==> src/common/rr_pkg.sv <==
`default_nettype none

package rr_pkg;

  //////////////////////////////////////////////////////////////////////
  // Channel widths and payloads
  //////////////////////////////////////////////////////////////////////

  // Register-write channel address
  localparam int CHAN_A_ADDR_W = 16;
  // Data word on either channel
  localparam int CHAN_DATA_W = 32;
  // Channels merged into one log word
  localparam int NUM_CHANNELS = 2;

  // Channel A, register write: address on top, data below (48 bits)
  typedef struct packed {
    logic [CHAN_A_ADDR_W-1:0] addr;
    logic [CHAN_DATA_W-1:0]   data;
  } chan_a_req_t;

  // Channel B, doorbell (32 bits)
  typedef struct packed {
    logic [CHAN_DATA_W-1:0] data;
  } chan_b_req_t;

  //////////////////////////////////////////////////////////////////////
  // Log word layout
  //////////////////////////////////////////////////////////////////////

  // Bit positions inside the valid field
  localparam int VALID_A = 1;
  localparam int VALID_B = 0;

  // 82 bits: valid[81:80], chan A [79:32], chan B [31:0]
  // Idle channel payload is all zeros
  typedef struct packed {
    logic [NUM_CHANNELS-1:0] valid;
    chan_a_req_t             a;
    chan_b_req_t             b;
  } log_word_t;

  //////////////////////////////////////////////////////////////////////
  // Mode and configuration port
  //////////////////////////////////////////////////////////////////////

  // Bit 0 record, bit 1 replay
  typedef struct packed {
    logic replay_en;
    logic record_en;
  } rr_mode_t;

  localparam int MODE_W = $bits(rr_mode_t);

  localparam int CFG_ADDR_W = 4;
  localparam int CFG_DATA_W = 32;
  localparam logic [CFG_ADDR_W-1:0] CFG_ADDR_MODE = 4'd0;
  localparam logic [CFG_ADDR_W-1:0] CFG_ADDR_COUNT = 4'd1;

  // Recorded word counter
  localparam int COUNT_W = 32;

  // Stages between the mode register and its consumers
  localparam int MODE_PIPE_STAGES = 4;

endpackage

`default_nettype wire

==> src/design/rr_mode_csr.sv <==
`default_nettype none

module rr_mode_csr (
  input  wire logic                          i_clk,
  input  wire logic                          i_rst,
  // Host configuration strobes
  input  wire logic                          i_cfg_we,
  input  wire logic                          i_cfg_re,
  input  wire logic [rr_pkg::CFG_ADDR_W-1:0] i_cfg_addr,
  input  wire logic [rr_pkg::CFG_DATA_W-1:0] i_cfg_wdata,
  // One pulse per emitted log word
  input  wire logic                          i_word_logged,
  output      logic                          o_cfg_rvalid,
  output      logic [rr_pkg::CFG_DATA_W-1:0] o_cfg_rdata,
  // Aligned mode seen by every channel
  output      rr_pkg::rr_mode_t              o_mode
);

  import rr_pkg::*;

  // Mode as written by the host
  rr_mode_t mode_q;
  // Alignment shift, stage 0 nearest the register
  rr_mode_t mode_pipe [MODE_PIPE_STAGES];
  // Log words recorded since reset
  logic [COUNT_W-1:0] count_q;
  // Read mux ahead of the output register
  logic [CFG_DATA_W-1:0] rdata_d;

  //////////////////////////////////////////////////////////////////////
  // Mode register and alignment pipeline
  //////////////////////////////////////////////////////////////////////

  always_ff @(posedge i_clk) begin
    if (i_rst) begin
      mode_q <= '0;
    end else if (i_cfg_we && (i_cfg_addr == CFG_ADDR_MODE)) begin
      // Only the low mode bits are kept
      mode_q <= rr_mode_t'(i_cfg_wdata[MODE_W-1:0]);
    end
  end

  // Fixed depth so every consumer flips in the same cycle
  always_ff @(posedge i_clk) begin
    if (i_rst) begin
      for (int i = 0; i < MODE_PIPE_STAGES; i++) begin
        mode_pipe[i] <= '0;
      end
    end else begin
      mode_pipe[0] <= mode_q;
      for (int i = 1; i < MODE_PIPE_STAGES; i++) begin
        mode_pipe[i] <= mode_pipe[i-1];
      end
    end
  end

  assign o_mode = mode_pipe[MODE_PIPE_STAGES-1];

  //////////////////////////////////////////////////////////////////////
  // Word counter and readback
  //////////////////////////////////////////////////////////////////////

  always_ff @(posedge i_clk) begin
    if (i_rst) begin
      count_q <= '0;
    end else if (i_word_logged) begin
      count_q <= count_q + 1'b1;
    end
  end

  // Unknown addresses read as zero
  always_comb begin
    rdata_d = '0;
    case (i_cfg_addr)
      CFG_ADDR_MODE:  rdata_d = {{(CFG_DATA_W-MODE_W){1'b0}}, mode_q};
      CFG_ADDR_COUNT: rdata_d = count_q;
      default:        rdata_d = '0;
    endcase
  end

  // Read data one cycle after the strobe
  always_ff @(posedge i_clk) begin
    if (i_rst) begin
      o_cfg_rvalid <= 1'b0;
    end else begin
      o_cfg_rvalid <= i_cfg_re;
    end
  end

  always_ff @(posedge i_clk) begin
    if (i_cfg_re) begin
      o_cfg_rdata <= rdata_d;
    end
  end

endmodule

`default_nettype wire

==> src/design/rr_chan_sel.sv <==
`default_nettype none

module rr_chan_sel #(
  parameter type payload_t = logic
) (
  input  wire logic i_clk,
  input  wire logic i_rst,
  // Aligned replay mode bit
  input  wire logic i_replay_en,
  // Live shell traffic
  input  wire logic i_sh_valid,
  input  payload_t  i_sh_req,
  // Traffic from the trace decoder
  input  wire logic i_rp_valid,
  input  payload_t  i_rp_req,
  // Toward the user side
  output      logic o_valid,
  output payload_t  o_req
);

  // Chosen side before the output register
  logic     sel_valid;
  payload_t sel_req;

  // Strobe of the other side is simply dropped
  assign sel_valid = i_replay_en ? i_rp_valid : i_sh_valid;
  assign sel_req   = i_replay_en ? i_rp_req : i_sh_req;

  always_ff @(posedge i_clk) begin
    if (i_rst) begin
      o_valid <= 1'b0;
    end else begin
      o_valid <= sel_valid;
    end
  end

  // Payload held between strobes
  always_ff @(posedge i_clk) begin
    if (sel_valid) begin
      o_req <= sel_req;
    end
  end

endmodule

`default_nettype wire

==> src/recorder/rr_log_packer.sv <==
`default_nettype none

module rr_log_packer (
  input  wire logic                i_clk,
  input  wire logic                i_rst,
  // Aligned record mode bit
  input  wire logic                i_record_en,
  // CL-side strobes of both channels
  input  wire logic                i_a_valid,
  input  rr_pkg::chan_a_req_t      i_a_req,
  input  wire logic                i_b_valid,
  input  rr_pkg::chan_b_req_t      i_b_req,
  // Log stream, one word per active cycle
  output      logic                o_log_valid,
  output      rr_pkg::log_word_t   o_log_word,
  // Count pulse toward the CSR block
  output      logic                o_word_logged
);

  import rr_pkg::*;

  logic      capture;
  log_word_t word_d;
  logic      log_valid_q;

  //////////////////////////////////////////////////////////////////////
  // Word assembly
  //////////////////////////////////////////////////////////////////////

  // Any channel active while recording
  assign capture = i_record_en && (i_a_valid || i_b_valid);

  always_comb begin
    word_d = '0;
    word_d.valid[VALID_A] = i_a_valid;
    word_d.valid[VALID_B] = i_b_valid;
    // Idle payloads stay zero so replay sees a clean word
    if (i_a_valid) begin
      word_d.a = i_a_req;
    end
    if (i_b_valid) begin
      word_d.b = i_b_req;
    end
  end

  //////////////////////////////////////////////////////////////////////
  // Output register
  //////////////////////////////////////////////////////////////////////

  always_ff @(posedge i_clk) begin
    if (i_rst) begin
      log_valid_q <= 1'b0;
    end else begin
      log_valid_q <= capture;
    end
  end

  always_ff @(posedge i_clk) begin
    if (capture) begin
      o_log_word <= word_d;
    end
  end

  assign o_log_valid = log_valid_q;
  // Every emitted word is counted
  assign o_word_logged = log_valid_q;

endmodule

`default_nettype wire

==> src/replayer/rr_trace_decoder.sv <==
`default_nettype none

module rr_trace_decoder (
  input  wire logic            i_clk,
  input  wire logic            i_rst,
  // Aligned replay mode bit
  input  wire logic            i_replay_en,
  // Packed replay stream
  input  wire logic            i_rply_valid,
  input  rr_pkg::log_word_t    i_rply_word,
  // Per-channel replay strobes
  output      logic            o_a_valid,
  output rr_pkg::chan_a_req_t  o_a_req,
  output      logic            o_b_valid,
  output rr_pkg::chan_b_req_t  o_b_req
);

  import rr_pkg::*;

  // Accepted word and its strobe
  logic      take;
  logic      word_vld_q;
  log_word_t word_q;

  // Words arriving outside replay are dropped
  assign take = i_replay_en && i_rply_valid;

  //////////////////////////////////////////////////////////////////////
  // Input register
  //////////////////////////////////////////////////////////////////////

  always_ff @(posedge i_clk) begin
    if (i_rst) begin
      word_vld_q <= 1'b0;
    end else begin
      word_vld_q <= take;
    end
  end

  always_ff @(posedge i_clk) begin
    if (take) begin
      word_q <= i_rply_word;
    end
  end

  //////////////////////////////////////////////////////////////////////
  // Split into channels
  //////////////////////////////////////////////////////////////////////

  // Strobe per channel from its valid bit
  assign o_a_valid = word_vld_q && word_q.valid[VALID_A];
  assign o_b_valid = word_vld_q && word_q.valid[VALID_B];

  // Payload fields pass as stored
  assign o_a_req = word_q.a;
  assign o_b_req = word_q.b;

endmodule

`default_nettype wire

==> src/design/rr_top.sv <==
`default_nettype none

module rr_top (
  input  wire logic                          i_clk,
  input  wire logic                          i_rst,
  // Shell side, channel A register writes
  input  wire logic                          i_sh_a_valid,
  input  rr_pkg::chan_a_req_t                i_sh_a_req,
  // Shell side, channel B doorbells
  input  wire logic                          i_sh_b_valid,
  input  rr_pkg::chan_b_req_t                i_sh_b_req,
  // Replay source
  input  wire logic                          i_rply_valid,
  input  rr_pkg::log_word_t                  i_rply_word,
  // Host configuration port
  input  wire logic                          i_cfg_we,
  input  wire logic                          i_cfg_re,
  input  wire logic [rr_pkg::CFG_ADDR_W-1:0] i_cfg_addr,
  input  wire logic [rr_pkg::CFG_DATA_W-1:0] i_cfg_wdata,
  // User side
  output      logic                          o_cl_a_valid,
  output rr_pkg::chan_a_req_t                o_cl_a_req,
  output      logic                          o_cl_b_valid,
  output rr_pkg::chan_b_req_t                o_cl_b_req,
  // Log stream
  output      logic                          o_log_valid,
  output rr_pkg::log_word_t                  o_log_word,
  // Configuration readback
  output      logic                          o_cfg_rvalid,
  output      logic [rr_pkg::CFG_DATA_W-1:0] o_cfg_rdata
);

  import rr_pkg::*;

  // Aligned mode, shared by all channels
  rr_mode_t    mode;
  logic        word_logged;
  // Decoded replay traffic per channel
  logic        rp_a_valid;
  chan_a_req_t rp_a_req;
  logic        rp_b_valid;
  chan_b_req_t rp_b_req;

  //////////////////////////////////////////////////////////////////////
  // Mode registers
  //////////////////////////////////////////////////////////////////////

  rr_mode_csr csr (
    .i_clk         (i_clk),
    .i_rst         (i_rst),
    .i_cfg_we      (i_cfg_we),
    .i_cfg_re      (i_cfg_re),
    .i_cfg_addr    (i_cfg_addr),
    .i_cfg_wdata   (i_cfg_wdata),
    .i_word_logged (word_logged),
    .o_cfg_rvalid  (o_cfg_rvalid),
    .o_cfg_rdata   (o_cfg_rdata),
    .o_mode        (mode)
  );

  //////////////////////////////////////////////////////////////////////
  // Shell or replay, per channel
  //////////////////////////////////////////////////////////////////////

  rr_chan_sel #(.payload_t(chan_a_req_t)) sel_a (
    .i_clk       (i_clk),
    .i_rst       (i_rst),
    .i_replay_en (mode.replay_en),
    .i_sh_valid  (i_sh_a_valid),
    .i_sh_req    (i_sh_a_req),
    .i_rp_valid  (rp_a_valid),
    .i_rp_req    (rp_a_req),
    .o_valid     (o_cl_a_valid),
    .o_req       (o_cl_a_req)
  );

  rr_chan_sel #(.payload_t(chan_b_req_t)) sel_b (
    .i_clk       (i_clk),
    .i_rst       (i_rst),
    .i_replay_en (mode.replay_en),
    .i_sh_valid  (i_sh_b_valid),
    .i_sh_req    (i_sh_b_req),
    .i_rp_valid  (rp_b_valid),
    .i_rp_req    (rp_b_req),
    .o_valid     (o_cl_b_valid),
    .o_req       (o_cl_b_req)
  );

  // Packer watches what the user side actually gets
  rr_log_packer packer (
    .i_clk         (i_clk),
    .i_rst         (i_rst),
    .i_record_en   (mode.record_en),
    .i_a_valid     (o_cl_a_valid),
    .i_a_req       (o_cl_a_req),
    .i_b_valid     (o_cl_b_valid),
    .i_b_req       (o_cl_b_req),
    .o_log_valid   (o_log_valid),
    .o_log_word    (o_log_word),
    .o_word_logged (word_logged)
  );

  // Replay words back into channel strobes
  rr_trace_decoder decoder (
    .i_clk        (i_clk),
    .i_rst        (i_rst),
    .i_replay_en  (mode.replay_en),
    .i_rply_valid (i_rply_valid),
    .i_rply_word  (i_rply_word),
    .o_a_valid    (rp_a_valid),
    .o_a_req      (rp_a_req),
    .o_b_valid    (rp_b_valid),
    .o_b_req      (rp_b_req)
  );

endmodule

`default_nettype wire

==> config.mk <==
export PLATFORM = sky130hd
export DESIGN_NAME = rr_top
export DESIGN_NICKNAME = d
export VERILOG_FILES = /design/src/common/rr_pkg.sv /design/src/design/rr_mode_csr.sv /design/src/design/rr_chan_sel.sv /design/src/recorder/rr_log_packer.sv /design/src/replayer/rr_trace_decoder.sv /design/src/design/rr_top.sv
export SDC_FILE = /design/constraint.sdc
export NUM_CORES = 1
export LEC_CHECK = 0
export BUFFER_PORTS_ARGS = -buffer_cell sky130_fd_sc_hd__buf_2
export CAP_MARGIN = 10
export CORE_ASPECT_RATIO = 0.75
export CORE_UTILIZATION = 25
export CTS_CLUSTER_DIAMETER = 120
export DETAILED_ROUTE_END_ITERATION = 6
export PLACE_DENSITY = 0.43
export REMOVE_ABC_BUFFERS = 1
export SETUP_SLACK_MARGIN = 0.4
export SYNTH_ARGS = -nofsm -noshare
export SYNTH_HDL_FRONTEND = slang
export SYNTH_HIERARCHICAL = 1
export SYNTH_SLANG_ARGS = --single-unit
==> constraint.sdc <==
create_clock -name i_clk -period 3.8 [get_ports i_clk]
set_clock_uncertainty 0.1 [all_clocks]
set_input_delay 0.95 -clock i_clk [delete_from_list [all_inputs] [get_ports i_clk]]
set_output_delay 0.95 -clock i_clk [all_outputs]
set_load 0.01 [all_outputs]
## Word-level counts from Yosys, hierarchy flattened

Memory sizes are Yosys's and may differ from the RTL's.
Cells that the tools add are included.

- Equal/unequal tests: 1
- $add $sub $neg: 1
- Bitwise operators: 4
- Multiplexer cells: 12
- Reductions and logical operators: 7

Operators by type and width:

| cell | number |
|---|---|
| case mux 32 bit (2 select lines) | 1 |
| 2-to-1 mux 48 bit | 1 |
| adder 32 x 1 -> 32 bit (second input constant) | 1 |
| 2-to-1 mux 32 bit | 1 |
| 2-to-1 mux 2 bit | 4 |
| logical AND 1 bit | 5 |
| 2-to-1 mux 1 bit | 5 |
| equality test 4 x 1 -> 1 bit (second input constant) | 1 |
| logical NOT 4 bit | 1 |
| bitwise OR 1 bit | 4 |
| logical OR 1 bit | 1 |

- Memory bits (writable): 8
- Logic and storage cells: 46
- Input port bits: 205
- Output and inout bits: 198
- Memories kept: 1
- Register bits: 315

Memory list:

| memory | words | width | rd ports | clocked after Yosys merged registers in | wr ports | RTL line | RTL |
|---|---|---|---|---|---|---|---|
| csr.mode_pipe | 4 | 2 | 4 | 0 | 4 | rr_mode_csr.sv:24 | `rr_mode_t mode_pipe [MODE_PIPE_STAGES];` |

## Longest topological paths before layout

Gate-level depths: netlist of the first run.

- Depth in word-level cells: 3
- Depth in mapped cells: 7
- Gate-level depth less buffers: 5

## Hierarchy

The synthesis of the first run kept the hierarchy.

By module, submodules not included:

| module | times used | cells an instance | sequential area each (µm²) | area an instance (µm²) |
|---|---|---|---|---|
| rr_trace_decoder | 1 | 167 | 2482.4 | 3110.5 |
| rr_log_packer | 1 | 174 | 2482.4 | 3071.7 |
| rr_mode_csr | 1 | 273 | 1821.7 | 3035.4 |
| rr_chan_sel at sel_a | 1 | 104 | 1461.4 | 2160.8 |
| rr_chan_sel at sel_b | 1 | 71 | 980.9 | 1554.0 |

## Worst setup path after synthesis of the first run

No wires, ideal clock.

- Kind: input port to flip-flop
- Start: input port i_rply_valid
- End: register decoder.word_q (netlist bit decoder/o_a_req[0]) (enable)
- Data required time: 3.251 ns
- Setup time: 0.449 ns
- Data arrival time: 2.858 ns
- Cell stages on the path: 1
- Path slack: 0.393 ns
- Path buffers: 0
- Cell sequence: and2_1

- Cells in the longest elaborated chain, start to end: 1

Ends and longest elaborated chain:

| item | RTL line | RTL |
|---|---|---|
| start, declared | rr_top.sv:13 | `input wire logic i_rply_valid,` |
| logical AND 1 bit | rr_trace_decoder.sv:26 | `assign take = i_replay_en && i_rply_valid;` |
| end signal, assigned | rr_trace_decoder.sv:42 | `word_q <= i_rply_word;` |
| end, declared | rr_trace_decoder.sv:23 | `log_word_t word_q;` |

Every way passes these cells.
A chain may end at the register's enable or synchronous reset.

## Final worst setup path of the first run

- Start: register packer.log_valid_q (netlist: packer/o_log_valid)
- End: output port o_log_valid

RTL lines:

| item | RTL line | RTL |
|---|---|---|
| start, declared | rr_log_packer.sv:24 | `logic log_valid_q;` |
| start signal, assigned | rr_log_packer.sv:54 | `log_valid_q <= capture;` |
| end, declared | rr_top.sv:26 | `output logic o_log_valid,` |

No word-level cell between the ends.

==> results of run 1 <==
==> metrics by stage <==
step,utilization [%],power (mW),std cells,TNS (ns),worst slack [ns]
2_1_floorplan,-,4.18,677,-165.31,-1.64
5_1_grt,31.8,8.32,1786,0,1.38
6_report,31.8,8.00,1788,0,1.48
4_1_cts,31.8,8.15,1786,0,1.42
3_5_place_dp,29.4,4.43,1717,0,1.39
3_3_place_gp,29.4,4.42,1717,0,1.38
==> worst register-to-register path: stages, from the launching register on <==
cell and delay, ns:
dfxtp_1 0.52, and4_2 0.43, nand4_1 0.32, or4_1 0.56
a21oi_1 0.15
==> per-layer routing <==
| layer | vias up | global-route usage (%) | wire (um) |
|---|---|---|---|
| met2 | 233 | 18.7 | 15300 |
| met3 | 63 | 3.96 | 2420 |
| li1 | 3449 | - | - |
| met5 | - | 0 | 67 |
| met4 | 10 | 4.11 | 731 |
| met1 | 3493 | 15.7 | 14400 |
==> state kept, by name, indices dropped and copies added (netlist names) <==
| name | cells |
|---|---|
| decoder/word_q | 2 |
| csr/count_q | 32 |
| sel_a/o_req | 48 |
| packer/o_log_word | 82 |
| csr/mode_pipe | 8 |
| csr/o_cfg_rdata | 32 |
| csr/mode_q | 2 |
| csr/o_cfg_rvalid | 1 |
| packer/o_log_valid | 1 |
| decoder/o_a_req | 48 |
| decoder/word_vld_q | 1 |
| sel_b/o_req | 32 |
| decoder/o_b_req | 32 |
| sel_b/o_valid | 1 |
| sel_a/o_valid | 1 |
==> kinds of logic after synthesis <==
family	Yosys count	synth area share [%]
simple gates	213	10.3
xor+xnor	11	0.745
fa+ha+maj	1	0.0967
compound gates	43	2.06
mux	84	8.78
flops	323	71.4
buf+inv	114	6.70
==> power groups by stage <==
stage	registers, mW	logic (mW)	clock network [mW]
2_1_floorplan	4.09	0.0944	0
3_3_place_gp	4.04	0.380	0
3_5_place_dp	4.05	0.383	0
4_1_cts	3.97	0.385	3.80
5_1_grt	3.98	0.407	3.93
6_report	3.97	0.373	3.65
==> worst max-delay path by stage <==
stage	startpoint	endpoint	slack, ns
6_report	packer/o_log_valid	o_log_valid	1.48
5_1_grt	packer/o_log_valid	o_log_valid	1.38
4_1_cts	packer/o_log_valid	o_log_valid	1.42
3_5_place_dp	i_rply_valid	decoder/word_q[80]	1.39
3_3_place_gp	i_rply_valid	decoder/o_b_req[10]	1.38
2_1_floorplan	csr/mode_pipe[3][1]	decoder/o_a_req[0]	-1.64
==> area by class of cell <==
type / instances / area share [%]
diodes: 2 / 0.0310
clock inverters: 19 / 1.37
clock buffers: 50 / 6.31
multi-input cells: 352 / 17.7
inverters: 2 / 0.0466
well taps: 657 / 5.10
repair buffers: 383 / 12.2
flip-flops and latches: 323 / 57.3
==> placed cells by master (no fill, tap or decap), types with 2 or more instances in the layout <==
cell type / netlist / final
a21oi_1: 21 / 21
a22o_1: 2 / 2
and2_1: 112 / 111
and3_1: 3 / 3
and4_1: 4 / 4
and4_2: 2 / 2
buf_12: 5 / 2
buf_2: 6 / 372
buf_4: 84 / 9
bufinv_16: 0 / 4
clkbuf_1: 10 / 11
clkbuf_16: 0 / 39
clkinv_1: 0 / 7
clkinv_2: 0 / 2
clkinv_8: 0 / 2
clkinvlp_4: 0 / 3
dfxtp_1: 47 / 46
diode_2: 0 / 2
edfxtp_1: 276 / 276
inv_1: 2 / 2
mux2_2: 32 / 32
mux2_4: 51 / 51
nand2_1: 14 / 14
nand3_1: 13 / 13
nand4_1: 9 / 9
nor2_1: 15 / 15
nor2b_1: 11 / 11
nor2b_4: 2 / 2
nor4_1: 2 / 2
o21ai_0: 6 / 6
o31ai_1: 12 / 12
or3_1: 5 / 5
or3_2: 2 / 2
or4_1: 12 / 12
xnor2_1: 2 / 2
xor2_1: 9 / 9
==> impl_metrics.yaml, run 1 <==
worst_setup_path:
  worst_setup_path_end_kind: "output port"
  r2r_cells: 4
  crit_required_ns: 2.75
  path_cells: "buf_2"
  crit_slowest_cell: "dfxtp_1"
  reg2reg_to: "csr/count_q[31]"
  cpLargestDelayFamily: "flip-flops"
  slowest_delay_ns: 0.52
  critPathBufInv: 1
  start_kind: "register"
  crit_fanout: 8
  critPathKind: "reg -> out"
  cp.depth: 1
  ff2ff_setup_slack_ns: 1.65
  crit_arrival_ns: 1.27
  timing.rr.start: "packer/o_log_valid"
yosys:
  synth_area_leader_cell: "edfxtp_1"
  synth.area.top_cells: "edfxtp_1 64%, dfxtp_1 7.3%, mux2_4 5.9%"
  synth_top_area_share_pct: 64.1
  ys_ff_latch: 323
  synth_area_mm2: 0.0129
  ys_types: 42
  synthArstFlopShare_pct: 0
  netlist_instances: 789
  synth_flop_cell: "edfxtp_1"
  synth-edff-count: 276
  ys_warn_count: 6
  syn_avg_cell_area_um2: 16.4
  synth_common_cells: "276 x edfxtp_1, 112 x and2_1, 84 x buf_4, 51 x mux2_4, 47 x dfxtp_1"
  yosys.cell_count.top_type: "edfxtp_1"
  synth_seq_area_share_pct: 71.4
min_path:
  whs_path_depth: 1
  hp-start: "csr/mode_pipe[0][1]"
  min_path_type: "reg -> reg"
  hold_path_end: "csr/mode_pipe[1][1]"
global_routing:
  track_usage_pct: 12.0
  grt_max_degree: 78
  grt.overflow.total: 0
  antenna_found_initial: 5
  first_global_vias: 7272
  grt_pass1_wl_um: 46900
power_and_ir_drop:
  power_density_mw_per_mm2: 496
  vdd_drop_max_mv: 0.255
  combPwrFrac_pct: 4.7
  switching_share_pct: 21.4
  power_switching_mw: 1.71
  pwr-share-seq_pct: 49.6
  leakagePower_nw: 6.11
  cellInternalPower_mw: 6.29
  clkPwrFrac_pct: 45.7
floorplanning:
  core_area_mm2: 0.0506
  num_rows: 71
  die_h_um: 199
  dieArea_mm2: 0.0527
  ios: 403
  die_w_um: 265
  start_util_pct: 25.5
final_layout:
  final_area_mm2: 0.0161
  multi_input_area_mm2: 0.00285
  area_delta_synth_final_pct: 24.7
  drive_gt1_share_pct: 47.1
  seq_area_mm2: 0.00923
  fin_nets: 1306
  n_fill_cell: 5119
clock_network:
  cts_setup_buffers: 0
  cts_buffer_depth: 3
  clkLatencyLatePin_ns: 0.54
  numCtsBuffers: 38
  cts_tree: "done"
  htreeDepth: 2
  ctsHoldBuffers: 0
  ctsResizeCount: 0
  clk_pin_slew_ns: 0.06
  clkSinkCount: 323
  root_buffer: "clkbuf_16"
sta:
  relSlewSlack_pct: 41.7
  whs_ns: 0.333
  tightest_slew_ns: 0.874
  fmax_ghz: 0.431
  period_share_pct: 61.0
  rsz0062_at_grt: "no"
  drv_slew: 0
  hold_viol_final: 0
  finalCriticalPeriod_ns: 2.32
  finalSetupViolations: 0
route:
  wl_per_cell_um: 18.4
  first_pass_iters: 4
  wl_um: 32900
  drtAntennaViolNets: 0
  dr_total_vias: 7248
  drcViolationCount: 0
  viasPerCell: 4.05
  drt_iter0_drc: 344
outcome:
  outcome: "finished clean"
placed_design:
  io_buffer_count: 372
  dp_hpwl_um: 21700
  gp_congestion: 0.734
  dpl_cell_area_mm2: 0.0149
job:
  maxCapViolCount: 0
Power figures use the tool's default switching activity.
==> run 2: changes to the inputs <==
==> constraint.sdc (replaced) <==
create_clock -name i_clk -period 2.2 [get_ports i_clk]
set_clock_uncertainty 0.1 [all_clocks]
set_input_delay 0.55 -clock i_clk [delete_from_list [all_inputs] [get_ports i_clk]]
set_output_delay 0.55 -clock i_clk [all_outputs]
set_load 0.01 [all_outputs]
==> impl_metrics.yaml, run 2 (synthesis results as in run 1) <==
worst_setup_path:
  cpLargestDelayFamily: "flip-flops"
  crit_slowest_cell: "edfxtp_1"
  worst_setup_path_end_kind: "output port"
  critPathBufInv: 1
  critPathKind: "reg -> out"
  path_cells: "buf_6"
  r2r_cells: 5
  ff2ff_setup_slack_ns: 0.44
  cp.depth: 1
  timing.rr.start: "packer/o_log_valid"
  crit_path_end: "o_cl_b_req[15]"
  crit_fanout: 2
  cp-startpoint: "sel_b/o_req[15]"
  reg2reg_to: "csr/count_q[23]"
  start_kind: "register"
  crit_required_ns: 1.55
  crit_arrival_ns: 1.19
  slowest_delay_ns: 0.49
power_and_ir_drop:
  power_density_mw_per_mm2: 809
  vdd_drop_max_mv: 0.395
  leakagePower_nw: 6.39
floorplanning:
  dieArea_mm2: 0.0527
  num_rows: 71
  die_h_um: 199
  die_w_um: 265
  core_area_mm2: 0.0506
  start_util_pct: 25.5
  ios: 403
sta:
  finalCriticalPeriod_ns: 1.84
  period_share_pct: 83.4
  fmax_ghz: 0.545
  relSlewSlack_pct: 55.2
  hold_viol_final: 0
  whs_ns: 0.0870
  drv_slew: 0
  tightest_slew_ns: 0.672
  rsz0062_at_grt: "yes"
  finalSetupViolations: 0
global_routing:
  first_global_vias: 7323
  antenna_found_initial: 2
  grt.overflow.total: 0
  grt_pass1_wl_um: 47500
  grt_max_degree: 39
  track_usage_pct: 12.3
clock_network:
  clkLatencyLatePin_ns: 0.53
  root_buffer: "clkbuf_16"
  ctsHoldBuffers: 0
  htreeDepth: 2
  numCtsBuffers: 37
  cts_buffer_depth: 3
  cts_tree: "done"
  clk_pin_slew_ns: 0.06
  clkSinkCount: 323
placed_design:
  gp_congestion: 0.744
  dp_hpwl_um: 23200
  io_buffer_count: 372
  dpl_cell_area_mm2: 0.0151
final_layout:
  drive_gt1_share_pct: 52.4
  area_delta_synth_final_pct: 28.7
  largest_reg_flops: 82
  layout_common_cells: "366 x buf_2, 276 x edfxtp_1, 111 x and2_1"
  multi_input_area_mm2: 0.00295
  fin_nets: 1347
  seq_area_mm2: 0.00928
  n_fill_cell: 5056
  final_area_mm2: 0.0166
  largest-register: "packer/o_log_word"
  mostFrequentLayoutCell: "buf_2"
route:
  dr_total_vias: 7487
  drt_iter0_drc: 356
  wl_per_cell_um: 18.5
  wl_um: 33800
  first_pass_iters: 4
  drcViolationCount: 0
  viasPerCell: 4.10
  drtAntennaViolNets: 0
min_path:
  min_path_type: "in -> reg"
outcome:
  outcome: "finished clean"
job:
  maxCapViolCount: 0
run 2: what timing repair did:
item / in CTS / in global routing
cloned: 2 / 0
buffers inserted: 5 / 16
pin swaps: 2 / 14
resized for setup: 32 / 41
setup endpoints to repair: 28 / 29
hold endpoints to repair: 0 / 0
run 2: layout make-up:
cell class / instances / area share [%]
Sequential cell: 323 / 55.7
Multi-Input combinational cell: 354 / 17.7
Timing Repair Buffer: 423 / 14.7
Clock buffer: 49 / 5.83
Tap cell: 657 / 4.94
Clock inverter: 18 / 1.02
Inverter: 2 / 0.0451
Antenna cell: 1 / 0.0150
run 2: worst min path at each step:
stage                              from                   to  slack [ns]  cells past startpoint
floorplan           csr/mode_pipe[0][0]  csr/mode_pipe[1][0]        0.31                      1
global placement    csr/mode_pipe[2][1]  csr/mode_pipe[3][1]        0.32                      1
detailed placement  csr/mode_pipe[2][1]  csr/mode_pipe[3][1]        0.33                      1
CTS                     i_rply_word[16]  decoder/o_b_req[16]        0.04                      1
global route            i_rply_word[74]  decoder/o_a_req[42]        0.05                      1
finish                  i_rply_word[16]  decoder/o_b_req[16]        0.09                      1
run 2: per-layer routing:
metal / global-route usage, % / up-vias / share of wire (%)
li1: - / 3534 / -
met1: 16.3 / 3687 / 46
met2: 19.5 / 213 / 47
met3: 3.09 / 51 / 5.6
met4: 4.11 / 2 / 2.2
met5: 0 / - / 0.033
run 2: through the flow:
step           util (%)  setup WS [ns]  cells  TNS, ns  total power, mW
2_1_floorplan         -          -3.24    677  -550.74             7.23
3_3_place_gp       29.9          0.246   1736        0             7.67
3_5_place_dp       29.9          0.196   1736        0             7.68
4_1_cts            32.4          0.310   1810        0             13.7
5_1_grt            32.9          0.309   1826        0             14.0
6_report           32.9          0.365   1827        0             13.5
run 2: where the power goes:
part           switching, mW  internal [mW]  total (mW)
Combinational          0.340          0.357       0.697
Clock                   2.45           3.47        5.92
Sequential            0.0631           6.79        6.85
==> run 3: changes to the inputs <==
--- a/config.mk
+++ b/config.mk
@@ -5,13 +5,14 @@
 export SDC_FILE = /design/constraint.sdc
 export NUM_CORES = 1
 export LEC_CHECK = 0
+export ABC_AREA = 1
 export BUFFER_PORTS_ARGS = -buffer_cell sky130_fd_sc_hd__buf_2
 export CAP_MARGIN = 10
 export CORE_ASPECT_RATIO = 0.75
 export CORE_UTILIZATION = 25
 export CTS_CLUSTER_DIAMETER = 120
 export DETAILED_ROUTE_END_ITERATION = 6
-export PLACE_DENSITY = 0.43
+export PLACE_DENSITY = 0.44
 export REMOVE_ABC_BUFFERS = 1
 export SETUP_SLACK_MARGIN = 0.4
 export SYNTH_ARGS = -nofsm -noshare
==> constraint.sdc (replaced) <==
create_clock -name i_clk -period 1.54 [get_ports i_clk]
set_clock_uncertainty 0.1 [all_clocks]
set_input_delay 0.385 -clock i_clk [delete_from_list [all_inputs] [get_ports i_clk]]
set_output_delay 0.385 -clock i_clk [all_outputs]
set_load 0.01 [all_outputs]
==> impl_metrics.yaml, run 3 <==
clock_network:
  root_buffer: "clkbuf_16"
  clkSinkCount: 323
  htreeDepth: 2
  clkLatencyLatePin_ns: 0.55
  clk_pin_slew_ns: 0.06
  cts_tree: "done"
  cts_buffer_depth: 3
  numCtsBuffers: 39
route:
  viasPerCell: 4.08
  first_pass_iters: 5
  drcViolationCount: 0
  wl_per_cell_um: 17.8
  drt_iter0_drc: 628
  wl_um: 45400
  drtAntennaViolNets: 0
  dr_total_vias: 10392
worst_setup_path:
  slowest_delay_ns: 0.45
  crit_fanout: 2
  critPathKind: "reg -> out"
  critPathBufInv: 1
  crit_required_ns: 1.05
  crit_arrival_ns: 1.18
  start_kind: "register"
  cpLargestDelayFamily: "flip-flops"
  worst_setup_path_end_kind: "output port"
  crit_slowest_cell: "edfxtp_1"
  path_cells: "buf_2"
yosys:
  synth_flop_cell: "edfxtp_1"
  ys_ff_latch: 323
  ys_warn_count: 6
  synth_seq_area_share_pct: 70.5
  synth.area.top_cells: "edfxtp_1 63%, nand2_1 11%, dfxtp_1 7.2%"
  synth_area_leader_cell: "edfxtp_1"
  yosys.cell_count.top_type: "nand2_1"
  synth-edff-count: 276
  synthArstFlopShare_pct: 0
  synth_common_cells: "375 x nand2_1, 276 x edfxtp_1, 148 x inv_1, 95 x nor2_1, 88 x buf_4"
  ys_types: 31
  synth_top_area_share_pct: 63.3
  synth_area_mm2: 0.0131
  netlist_instances: 1171
  syn_avg_cell_area_um2: 11.2
min_path:
  min_path_type: "in -> reg"
floorplanning:
  num_rows: 72
  core_area_mm2: 0.0516
  start_util_pct: 25.4
  dieArea_mm2: 0.0533
  ios: 403
  die_w_um: 266
  die_h_um: 200
final_layout:
  layout_common_cells: "349 x buf_2, 294 x nand2_1, 276 x edfxtp_1"
  n_fill_cell: 4807
  fin_nets: 2016
  seq_area_mm2: 0.00928
  area_delta_synth_final_pct: 65.6
  drive_gt1_share_pct: 43.6
  mostFrequentLayoutCell: "buf_2"
  largest-register: "packer/o_log_word"
  largest_reg_flops: 82
  multi_input_area_mm2: 0.00308
outcome:
  violations: "negative setup slack"
  outcome: "finished, violations left"
job:
  maxCapViolCount: 0
global_routing:
  first_global_vias: 10252
  antenna_found_initial: 1
  grt_pass1_wl_um: 63300
  grt_max_degree: 38
  grt.overflow.total: 0
  track_usage_pct: 16.1
sta:
  finalSetupViolations: 148
  post-route-worst-setup-slack_ns: -0.126
  rsz0062_at_grt: "yes"
  relSlewSlack_pct: 79.6
  finalCriticalPeriod_ns: 1.67
  hold_viol_final: 0
  tightest_slew_ns: 0.304
  drv_slew: 0
  whs_ns: 0.0342
  period_share_pct: 108
  fmax_ghz: 0.600
placed_design:
  gp_congestion: 0.799
  dp_hpwl_um: 25500
  io_buffer_count: 372
  dp_slack_ns: -0.0233
power_and_ir_drop:
  power_density_mw_per_mm2: 959
  combPwrFrac_pct: 8.0
  pwr-share-seq_pct: 46.8
  power_switching_mw: 4.61
  total_power_mw: 20.8
  switching_share_pct: 22.2
  leakagePower_nw: 9.55
  clkPwrFrac_pct: 45.2
  vdd_drop_max_mv: 0.597
  cellInternalPower_mw: 16.2
run 3: area by class of cell:
cell class	instances	share of cell area [%]
clock inverters	24	1.13
flip-flops and latches	323	42.8
inverters	150	2.84
multi-input cells	582	14.2
repair buffers	714	30.1
diodes	1	0.0115
well taps	703	4.06
clock buffers	48	4.85
run 3: timing repair:
action | in CTS | in global routing
buffers inserted | 63 | 35
hold buffers | 158 | 0
cloned | 32 | 15
pin swaps | 31 | 43
resized for setup | 195 | 170
endpoints found under the hold margin | 158 | 0
setup endpoints to repair | 585 | 632
run 3: stage by stage:
step | setup TNS [ns] | instance area, um^2 | std cells | util, %
2_1_floorplan | -804.92 | 12300 | 1055 | -
3_3_place_gp | -0.0546 | 15500 | 2169 | 30.0
3_5_place_dp | -0.0476 | 15500 | 2169 | 30.0
4_1_cts | -12.99 | 20400 | 2494 | 39.6
5_1_grt | -15.62 | 21700 | 2545 | 42.0
6_report | -4.52 | 21700 | 2545 | 42.0
run 3: logic make-up after synthesis:
| logic type | synth area share [%] |
|---|---|
| adder cells (fa/ha/maj) | 0.0955 |
| flip-flops | 70.5 |
| buffers and inverters | 10.8 |
| AO/OA/AOI/OAI | 1.53 |
| AND/OR/NAND/NOR | 17.1 |
run 3: path summary, 6_finish.rpt:
check / startpoint / to / slack (ns) / cells past startpoint
setup reg to reg: sel_a/o_valid / packer/o_log_word[57] / 0.02 / 7
hold / removal: i_sh_a_req[16] / sel_a/o_req[16] / 0.03 / 3
hold reg to reg: csr/mode_pipe[1][0] / csr/mode_pipe[2][0] / 0.29 / 2
setup / recovery: sel_b/o_req[2] / o_cl_b_req[2] / -0.13 / 1
run 3: worst reg2reg max path, delay by kind of cell, from the launching register on:
family                 cells  cell delay, ns
buffers and inverters      5            0.58
DFF                        1            0.36
and+or+nand+nor            2            0.18
run 3: layer usage:
layer / share of wire (%) / wire length, um / GRT usage [%]
met5: 0 / 0 / 0
met1: 45 / 20400 / 21.5
met3: 6.1 / 2790 / 3.79
met2: 46 / 21000 / 25.3
met4: 2.9 / 1310 / 5.69
run 3: power by group through the flow:
stage	logic (mW)	clock network [mW]	registers [mW]
6_report	1.67	9.39	9.73
5_1_grt	1.79	10.0	9.74
4_1_cts	1.52	9.70	9.73
3_5_place_dp	0.901	0	9.92
3_3_place_gp	0.890	0	9.91
2_1_floorplan	0.210	0	10.0
